==> src/include/fetch_config.svh <==
`ifndef FETCH_CONFIG_SVH
`define FETCH_CONFIG_SVH

// datapath widths
`define FETCH_ADDR_WIDTH 32
`define FETCH_INST_WIDTH 32
`define FETCH_BEAT_WIDTH 64

// 4 beats of 64 bits make one 256-bit line
`define FETCH_LINE_BEATS 4

// instruction queue
`define FETCH_QUEUE_DEPTH 16

// first fetch address out of reset
`define FETCH_RESET_PC 32'h1eceb000

`endif
==> src/verilog/fetch_pkg.sv <==
`default_nettype none

package fetch_pkg;

    `include "fetch_config.svh"

    localparam int LINE_WIDTH     = `FETCH_BEAT_WIDTH * `FETCH_LINE_BEATS;
    localparam int OFFSET_BITS    = $clog2(LINE_WIDTH / 8);         // byte offset in a line
    localparam int INST_BYTE_BITS = $clog2(`FETCH_INST_WIDTH / 8);  // byte offset in a word
    localparam int WORD_SEL_BITS  = OFFSET_BITS - INST_BYTE_BITS;
    localparam int BEAT_SEL_BITS  = $clog2(`FETCH_LINE_BEATS);

    typedef logic [`FETCH_ADDR_WIDTH-1:0] fetch_addr_t;
    typedef logic [`FETCH_INST_WIDTH-1:0] inst_t;
    typedef logic [`FETCH_BEAT_WIDTH-1:0] beat_t;
    typedef logic [LINE_WIDTH-1:0]        line_t;             // beat 0 in the low bits
    typedef logic [`FETCH_ADDR_WIDTH-OFFSET_BITS-1:0] tag_t;

    typedef struct packed {
        fetch_addr_t pc;
        inst_t       inst;
    } fetch_word_t;

    typedef enum logic [1:0] {
        LINE_IDLE,
        LINE_REQUEST,
        LINE_BURST
    } line_state_e;

endpackage : fetch_pkg

`default_nettype wire

==> src/verilog/fetch_frontend.sv <==
`timescale 1ns/1ps
`default_nettype none

`include "fetch_config.svh"

module fetch_frontend (
    input  logic                   clk,
    input  logic                   rst,

    input  logic                   redirect_i,
    input  fetch_pkg::fetch_addr_t redirect_pc_i,

    output logic                   inst_avail_o,
    output fetch_pkg::fetch_word_t inst_o,
    input  logic                   inst_deq_i,

    output fetch_pkg::fetch_addr_t bmem_addr_o,
    output logic                   bmem_read_o,
    input  logic                   bmem_ready_i,
    input  fetch_pkg::beat_t       bmem_rdata_i,
    input  logic                   bmem_rvalid_i
);

    import fetch_pkg::*;

    logic        req;
    fetch_addr_t req_pc;
    logic        word_valid;
    fetch_word_t word;
    logic        queue_full;

    fetch_pc pc_i (
        .clk           (clk),
        .rst           (rst),
        .redirect_i    (redirect_i),
        .redirect_pc_i (redirect_pc_i),
        .queue_full_i  (queue_full),
        .word_valid_i  (word_valid),
        .req_o         (req),
        .req_pc_o      (req_pc)
    );

    line_fetch line_i (
        .clk           (clk),
        .rst           (rst),
        .req_i         (req),
        .req_pc_i      (req_pc),
        .word_valid_o  (word_valid),
        .word_o        (word),
        .bmem_addr_o   (bmem_addr_o),
        .bmem_read_o   (bmem_read_o),
        .bmem_ready_i  (bmem_ready_i),
        .bmem_rdata_i  (bmem_rdata_i),
        .bmem_rvalid_i (bmem_rvalid_i)
    );

    fetch_queue #(.DEPTH(`FETCH_QUEUE_DEPTH)) queue_i (
        .clk        (clk),
        .rst        (rst),
        .flush_i    (redirect_i),               // drop wrong-path words
        .enq_i      (word_valid),
        .enq_word_i (word),
        .full_o     (queue_full),
        .deq_i      (inst_deq_i),
        .avail_o    (inst_avail_o),
        .head_o     (inst_o)
    );

endmodule : fetch_frontend

`default_nettype wire

==> src/verilog/fetch_queue.sv <==
`timescale 1ns/1ps
`default_nettype none

module fetch_queue #(
    parameter int DEPTH = 16
) (
    input  logic                   clk,
    input  logic                   rst,

    input  logic                   flush_i,

    input  logic                   enq_i,
    input  fetch_pkg::fetch_word_t enq_word_i,
    output logic                   full_o,

    input  logic                   deq_i,
    output logic                   avail_o,
    output fetch_pkg::fetch_word_t head_o
);

    import fetch_pkg::*;

    localparam int PTR_W = (DEPTH > 1) ? $clog2(DEPTH) : 1;
    localparam int CNT_W = $clog2(DEPTH + 1);

    fetch_word_t mem_q [DEPTH];

    logic [PTR_W-1:0] head_q;
    logic [PTR_W-1:0] tail_q;
    logic [CNT_W-1:0] count_q;

    logic do_enq;
    logic do_deq;

    assign full_o  = (count_q == CNT_W'(DEPTH));
    assign avail_o = (count_q != '0);
    assign head_o  = mem_q[head_q];

    assign do_enq = enq_i && !full_o;
    assign do_deq = deq_i && avail_o;

    function automatic logic [PTR_W-1:0] ptr_inc(input logic [PTR_W-1:0] ptr);
        ptr_inc = (ptr == PTR_W'(DEPTH - 1)) ? '0 : ptr + 1'b1;  // wrap for any depth
    endfunction

    always_ff @(posedge clk) begin
        if (rst || flush_i) begin
            head_q  <= '0;
            tail_q  <= '0;
            count_q <= '0;
        end else begin
            if (do_enq) begin
                tail_q <= ptr_inc(tail_q);
            end
            if (do_deq) begin
                head_q <= ptr_inc(head_q);
            end
            if (do_enq && !do_deq) begin
                count_q <= count_q + 1'b1;
            end else if (do_deq && !do_enq) begin
                count_q <= count_q - 1'b1;
            end
        end
    end

    always_ff @(posedge clk) begin
        if (do_enq) begin
            mem_q[tail_q] <= enq_word_i;
        end
    end

endmodule : fetch_queue

`default_nettype wire

==> src/verilog/line_fetch.sv <==
`timescale 1ns/1ps
`default_nettype none

`include "fetch_config.svh"

module line_fetch (
    input  logic                   clk,
    input  logic                   rst,

    input  logic                   req_i,
    input  fetch_pkg::fetch_addr_t req_pc_i,

    output logic                   word_valid_o,
    output fetch_pkg::fetch_word_t word_o,

    output fetch_pkg::fetch_addr_t bmem_addr_o,
    output logic                   bmem_read_o,
    input  logic                   bmem_ready_i,
    input  fetch_pkg::beat_t       bmem_rdata_i,
    input  logic                   bmem_rvalid_i
);

    import fetch_pkg::*;

    line_state_e state_q;
    line_state_e state_next;

    line_t                    line_q;
    tag_t                     tag_q;
    logic                     line_valid_q;
    tag_t                     fill_tag_q;       // line being refilled
    logic [BEAT_SEL_BITS-1:0] beat_cnt_q;

    tag_t                     req_tag;
    logic [WORD_SEL_BITS-1:0] word_sel;
    logic                     hit;
    logic                     last_beat;

    assign req_tag  = req_pc_i[`FETCH_ADDR_WIDTH-1:OFFSET_BITS];
    assign word_sel = req_pc_i[OFFSET_BITS-1:INST_BYTE_BITS];
    assign hit      = line_valid_q && (tag_q == req_tag);

    assign last_beat = (beat_cnt_q == BEAT_SEL_BITS'(`FETCH_LINE_BEATS - 1));

    // hit answers in the same cycle
    assign word_valid_o = req_i && hit;
    assign word_o.pc    = req_pc_i;
    assign word_o.inst  = line_q[word_sel*`FETCH_INST_WIDTH +: `FETCH_INST_WIDTH];

    // one-cycle line-aligned read strobe
    assign bmem_read_o = (state_q == LINE_REQUEST) && bmem_ready_i;
    assign bmem_addr_o = {fill_tag_q, {OFFSET_BITS{1'b0}}};

    always_comb begin
        state_next = state_q;
        unique case (state_q)
            LINE_IDLE: begin
                if (req_i && !hit) begin
                    state_next = LINE_REQUEST;
                end
            end
            LINE_REQUEST: begin
                if (bmem_ready_i) begin
                    state_next = LINE_BURST;
                end
            end
            LINE_BURST: begin
                if (bmem_rvalid_i && last_beat) begin
                    state_next = LINE_IDLE;         // refill done
                end
            end
            default: begin
                state_next = LINE_IDLE;
            end
        endcase
    end

    always_ff @(posedge clk) begin
        if (rst) begin
            state_q      <= LINE_IDLE;
            line_valid_q <= 1'b0;
            beat_cnt_q   <= '0;
        end else begin
            state_q <= state_next;
            if (bmem_read_o) begin
                line_valid_q <= 1'b0;               // old line gets overwritten
                beat_cnt_q   <= '0;
            end else if (state_q == LINE_BURST && bmem_rvalid_i) begin
                beat_cnt_q <= beat_cnt_q + 1'b1;
                if (last_beat) begin
                    line_valid_q <= 1'b1;
                end
            end
        end
    end

    // line data and tags
    always_ff @(posedge clk) begin
        if (state_q == LINE_IDLE && req_i && !hit) begin
            fill_tag_q <= req_tag;                  // latch miss address
        end
        if (state_q == LINE_BURST && bmem_rvalid_i) begin
            line_q[beat_cnt_q*`FETCH_BEAT_WIDTH +: `FETCH_BEAT_WIDTH] <= bmem_rdata_i;
            if (last_beat) begin
                tag_q <= fill_tag_q;
            end
        end
    end

endmodule : line_fetch

`default_nettype wire

==> src/verilog/fetch_pc.sv <==
`timescale 1ns/1ps
`default_nettype none

`include "fetch_config.svh"

module fetch_pc (
    input  logic                   clk,
    input  logic                   rst,

    input  logic                   redirect_i,
    input  fetch_pkg::fetch_addr_t redirect_pc_i,

    input  logic                   queue_full_i,
    input  logic                   word_valid_i,

    output logic                   req_o,
    output fetch_pkg::fetch_addr_t req_pc_o
);

    import fetch_pkg::*;

    fetch_addr_t pc_q;
    fetch_addr_t pc_next;

    // no request while the queue is full or a redirect is pending
    assign req_o    = !queue_full_i && !redirect_i;
    assign req_pc_o = pc_q;

    always_comb begin
        pc_next = pc_q;
        if (redirect_i) begin
            pc_next = redirect_pc_i;                // branch target wins
        end else if (word_valid_i) begin
            pc_next = pc_q + fetch_addr_t'(4);      // next sequential word
        end
    end

    always_ff @(posedge clk) begin
        if (rst) begin
            pc_q <= `FETCH_RESET_PC;
        end else begin
            pc_q <= pc_next;
        end
    end

endmodule : fetch_pc

`default_nettype wire

==> config.mk <==
export PLATFORM = sky130hd
export DESIGN_NAME = fetch_frontend
export DESIGN_NICKNAME = d
export VERILOG_FILES = /design/src/verilog/fetch_pkg.sv /design/src/verilog/fetch_frontend.sv /design/src/verilog/fetch_queue.sv /design/src/verilog/line_fetch.sv /design/src/verilog/fetch_pc.sv
export VERILOG_INCLUDE_DIRS = /design/src /design/src/include
export SDC_FILE = /design/constraint.sdc
export NUM_CORES = 1
export LEC_CHECK = 0
export ABC_CLOCK_PERIOD_IN_PS = 12300
export BUFFER_PORTS_ARGS = -buffer_cell sky130_fd_sc_hd__buf_2
export CORE_ASPECT_RATIO = 1.2
export CORE_MARGIN = 3
export CORE_UTILIZATION = 62
export DETAILED_ROUTE_END_ITERATION = 8
export PLACE_DENSITY = 0.88
export SYNTH_ARGS = -nofsm -noshare
export SYNTH_HDL_FRONTEND = slang
export SYNTH_SLANG_ARGS = --single-unit
==> constraint.sdc <==
create_clock -name clk -period 12.3 [get_ports clk]
set_clock_uncertainty 0.05 [all_clocks]
set_input_delay 0.615 -clock clk [delete_from_list [all_inputs] [get_ports clk]]
set_output_delay 0.615 -clock clk [all_outputs]
set_load 0.005 [all_outputs]
Word-level counts from Yosys, hierarchy flattened
Memory sizes are Yosys's and may differ from the RTL's. A register that Yosys moved wholly into a read port is not among the register bits.
Cells that the tools add are included.
Widths: inputs -> output; s select.
{ "totals": {"inputBits": 102, "output_inout_bits": 98, "mem_count": 1, "ram_bits": 1024, "elab_cells": 72, "regBits": 360} }
{ "op_classes": {"n_eq_ne": 10, "reduce_logical": 26, "add_sub_neg": 7, "n_mux": 15, "shifts": 3} }
{ "mem_list": {"columns": ["memory", "words", "word_bits", "read_ports", "rd_ports_with_merged_regs", "write_ports", "line_no", "source"], "rows": [
  ["queue_i.mem_q", 16, 64, 1, 1, 1, "fetch_queue.sv:26", "fetch_word_t mem_q [DEPTH];"]
]} }
{ "ops": {"columns": ["operator", "count"], "rows": [
  ["$bwmux 256", 1],
  ["$shift 64x34->256 const A", 1],
  ["$shiftx 256x9->32", 1],
  ["$shiftx 64x34->256", 1],
  ["$mux 32", 2],
  ["$neg 8->34", 1],
  ["$add 32x3->32 const B", 1],
  ["$eq 27x27->1", 1],
  ["$mux 4", 4],
  ["$logic_and 1x1->1", 13],
  ["$mux 5", 2],
  ["$add 4x1->4 const B", 2],
  ["$eq 4x4->1 const B", 2],
  ["$mux 2", 3],
  ["$pmux 2 s3", 1],
  ["$add 5x1->5 const B", 1],
  ["$eq 5x5->1 const B", 1],
  ["$logic_not 1->1", 5],
  ["$reduce_bool 5->1", 1],
  ["$sub 5x1->5 const B", 1],
  ["$eq 2x2->1 const B", 2],
  ["$ne 2x1->1 const B", 2],
  ["$reduce_bool 2->1", 2],
  ["$reduce_and 3->1", 1],
  ["8 further kinds", 9]
]} }

Longest topological paths before layout
{ "depth": {"ltp_word": 9, "mapped_depth": 15, "depth_no_buf": 14} }

By module
A second synthesis with hierarchy kept.
{ "unflattened": {"hier_cells": 2735, "area_unflattened_um2": 55075.3} }
{ "modules_own_cells": {"columns": ["mod", "instances", "cells_each", "area_each_um2", "seq_area_each_um2"], "rows": [
  ["fetch_queue", 1, 1681, 39175.1, 31089.8],
  ["line_fetch", 1, 819, 14012.2, 9409.0],
  ["fetch_pc", 1, 235, 1888.1, 640.6]
]} }

Least setup slack after synthesis
No wires, ideal clock.
{ "synth_path": {"kind": "register to register", "from": "reg pc_i.pc_q[9], in the netlist pc_i.req_pc_o[9]", "to": "mem queue_i.mem_q[3][0] (netlist name) (enable)", "arrival_ns": 7.820, "setup_time_ns": 0.644, "synth_period_minus_slack_ns": 8.514, "setup_slack_ns": 3.786, "stages_incl_launch_ff": 7, "path_buffers": 1, "required_ns": 11.606, "path_cell_list": "dfxtp_1 -> xnor2_1 -> nand4_1 -> nor4_2 -> nand3_1 -> clkbuf_1 -> nor4_1"} }
{ "synth_between": {"elab_chain_len": 6} }
{ "synth_rtl": {"columns": ["item", "line_no", "source"], "rows": [
  ["start, declared", "fetch_pc.sv:22", "fetch_addr_t pc_q;"],
  ["start signal, assigned", "fetch_pc.sv:40", "pc_q <= `FETCH_RESET_PC;"],
  ["start signal, assigned", "fetch_pc.sv:42", "pc_q <= pc_next;"],
  ["$eq 27x27->1", "line_fetch.sv:41", "assign hit = line_valid_q && (tag_q == req_tag);"],
  ["$logic_and 1x1->1", "line_fetch.sv:41", null],
  ["$logic_and 1x1->1", "line_fetch.sv:46", "assign word_valid_o = req_i && hit;"],
  ["$logic_and 1x1->1", "fetch_queue.sv:39", "assign do_enq = enq_i && !full_o;"],
  ["$mux 1", "fetch_queue.sv:67", "if (do_enq) begin"],
  ["$mux 1 (not written as such)", "fetch_queue.sv:68", "mem_q[tail_q] <= enq_word_i;"],
  ["end, declared", "fetch_queue.sv:26", null]
]} }
No other way between the ends.

==> results.md <==
* Final TNS setup at 0 ps
* Area contributors post-synth: edfxtp_1 (73%), mux4_2 (16%), and2_1 (3.0%)
* Routed WL at 157000 um
* First-pass DRT Iterations at 9
* Most frequent cells in the layout: edfxtp_1 (1334), mux4_2 (384), and2_1 (261)
* Clock slew at reported path FFs at 70 ps
* Netlist cell types at 56
* Number of global-route vias before repair at 30132
* Main flop type after synthesis: edfxtp_1
* Post-place setup slack at 8090 ps
* GRT overflow at 0
* Number of enable flip-flop cells after synthesis at 1334
* GRT Util Overall at 33.2%
* Post-detail-place hpwl at 75300 um
* PwrDens at 154 nW/um^2
* Startpoint Class: register
* Fin crit period at 4890 ps
* Hold Path Class: in2reg
* Cts hold-fix bufs at 0
* Cts bufs inserted at 119
* Drt via density at 7.50
* Yosys top cell by area: edfxtp_1
* Slew Viols, Final at 0
* RSZ-0062 raised after global routing: false
* Antenna-violating nets left at 0
* Area growth, synth to finish at 11.4%
* Clock Tree Buf Depth at 3
* Most common cell after layout, fill and taps aside: edfxtp_1
* # clock sinks at 1388
* CTS root buf: clkbuf_16
* Synth Instances at 2559
* Starting Density at 62.9%
* Run status: finished with violations
* Routability cong. at 0.918
* Crit-path max FO at 52
* Slew margin rel. at 12.8%
* Leakage Power at 18.3 nW
* Failing checks: design-rule violations
* Final hold vios at 0
* DR DRC count at 58
* R2R Setup Slk at 7510 ps
* Synth warn at 0
* Tcrit/Tclk final at 39.8%
* Resized cells post-CTS at 0
* Area share of the largest cell type after synthesis at 73.3%
* Dpl cells at 3799
* Synth Cell Area at 54600 um^2
* Post-synthesis sequential area ratio at 75.3%
* Share of power burned in combinational logic at 2.4%
* Layout Utilization at 70.1%
* Vias post-DR at 30200
* Worst-Skew Late Latency at 740 ps
* Post-CTS Repair Setup Buffers at 0
* Die area at 91700 um^2
* Reg power frac at 56.2%
* Fillers at 4652
* Row cnt at 118
* Port Buffers at 194
* Routed WL per cell at 38.9 um
* Clock power share at 41.4%
* CP endpoint kind: output port
* CP Data Required Time at 11640 ps
* Worst Path Arrival at 4230 ps
* Pin count of the biggest net entering global routing at 117
* Internal power at 7.40 mW
* # IOs at 200
* Max VDD drop at 0.125 mV
* Antenna violations before repair at 17
* Proportion of layout cells with a drive suffix above 1 at 29.7%
* Final nets at 2898
* Tot Pwr at 9.38 mW
* Core ar. at 86800 um^2
* Global-route wire length before repair at 217000 um
* Syn_area_per_cell at 21.3 um^2
* Final worst slack at 7410 ps
* Max Cap Viol at 0
* CTS tree: done
* Layout Cells excl Fill at 4026
* Die extent in x at 277 um
* H-tree depth at 3
* Multi-input gate area at 13000 um^2
* Critical Setup Path Class: reg2out
* F_max at 0.204 GHz
* Register Area at 41200 um^2
* DIE HEIGHT at 331 um
* Iter 0 DRT Violations at 5614
* Async set-reset flop share out of synthesis at 0%
* Sw Pwr at 1.98 mW
* Sw Ratio at 21.1%
* Seq cells post-synth at 1388
* Worst-Margin Slew at 1300 ps
* Final setup vio count at 0
-- critical path, cell delays in order, from the launching register on --
cell and delay, ps:
dfxtp_4 1070, buf_4 940, mux4_2 650, mux4_2 570, buf_2 160
-- cells in the mapped netlist (12+ instances only) --
master,instances
or3_1,12
xnor2_1,18
nor2_1,37
mux4_2,384
and2_1,261
mux2_2,32
xor2_1,18
edfxtp_1,1334
nand3_1,18
and3_1,26
nand2_1,44
inv_1,13
ha_1,15
buf_1,30
clkbuf_1,92
a21oi_1,22
dfxtp_1,54
-- sequential cells by signal, summed over array words and instances, names as in the netlist, named ones only --
name	count
queue_i.mem_q	1024
line_i.line_q	256
pc_i.req_pc_o	32
line_i.fill_tag_q	27
line_i.tag_q	27
queue_i.count_q	5
queue_i.head_q	4
queue_i.tail_q	4
line_i.beat_cnt_q	2
line_i.state_q	2
line_i.line_valid_q	1
-- power groups by stage --
stage	registers (mW)	logic (mW)	clock network [mW]
floorplan	5.34	0.115	0
global placement	5.36	0.183	0
detailed placement	5.37	0.199	0
CTS	5.27	0.209	3.85
global route	5.28	0.229	4.04
finish	5.28	0.222	3.88
-- worst paths after layout --
| check | from | depth (start not counted) | endpoint |
|---|---|---|---|
| max reg2reg | pc_i.req_pc_o[7]$_SDFFE_PP0N_ | 7 | queue_i.mem_q[6][13]$_DFFE_PP_ |
| min reg2reg | line_i.fill_tag_q[23]$_DFFE_PP_ | 0 | line_i.tag_q[23]$_DFFE_PP_ |
| min | redirect_pc_i[20] | 3 | pc_i.req_pc_o[20]$_SDFFE_PP0N_ |
| max | register | 4 | inst_o[38] |
-- routing by layer --
metal / track usage, % / vias to the layer above / routed length [um]
met2: 52.7 / 3385 / 75500
met3: 8.77 / 717 / 22100
met1: 43.6 / 15104 / 49000
met4: 16.4 / 22 / 9730
li1: - / 10972 / -
met5: 0 / - / 212
-- cells by family (layout without fill, tap and decap cells) --
| group | count (synthesis) | count (layout) | synth area share, % |
|---|---|---|---|
| simple gates | 457 | 457 | 4.89 |
| fa+ha+maj | 16 | 16 | 0.380 |
| xor+xnor | 36 | 36 | 0.577 |
| mux | 424 | 424 | 16.6 |
| flops | 1388 | 1388 | 75.3 |
| other cells | 1 | 15 | 0.00687 |
| buf+inv | 152 | 465 | 1.10 |
| compound gates | 85 | 85 | 1.07 |
-- layout make-up --
class / count / area share, %
clock buffers: 151 / 5.28
inverters: 14 / 0.0864
clock inverters: 66 / 1.09
repair buffers: 234 / 2.11
well taps: 1140 / 2.34
flip-flops and latches: 1388 / 67.7
multi-input cells: 1023 / 21.4
diodes: 10 / 0.0411
-- per-stage QoR --
step	cell area, um^2	hold WS [ps]
2_1_floorplan	54600	380
3_3_place_gp	56900	385
5_1_grt	60800	116
3_5_place_dp	56900	388
4_1_cts	60800	88.8
6_report	60800	100
(Power assumes the default switching activity.)
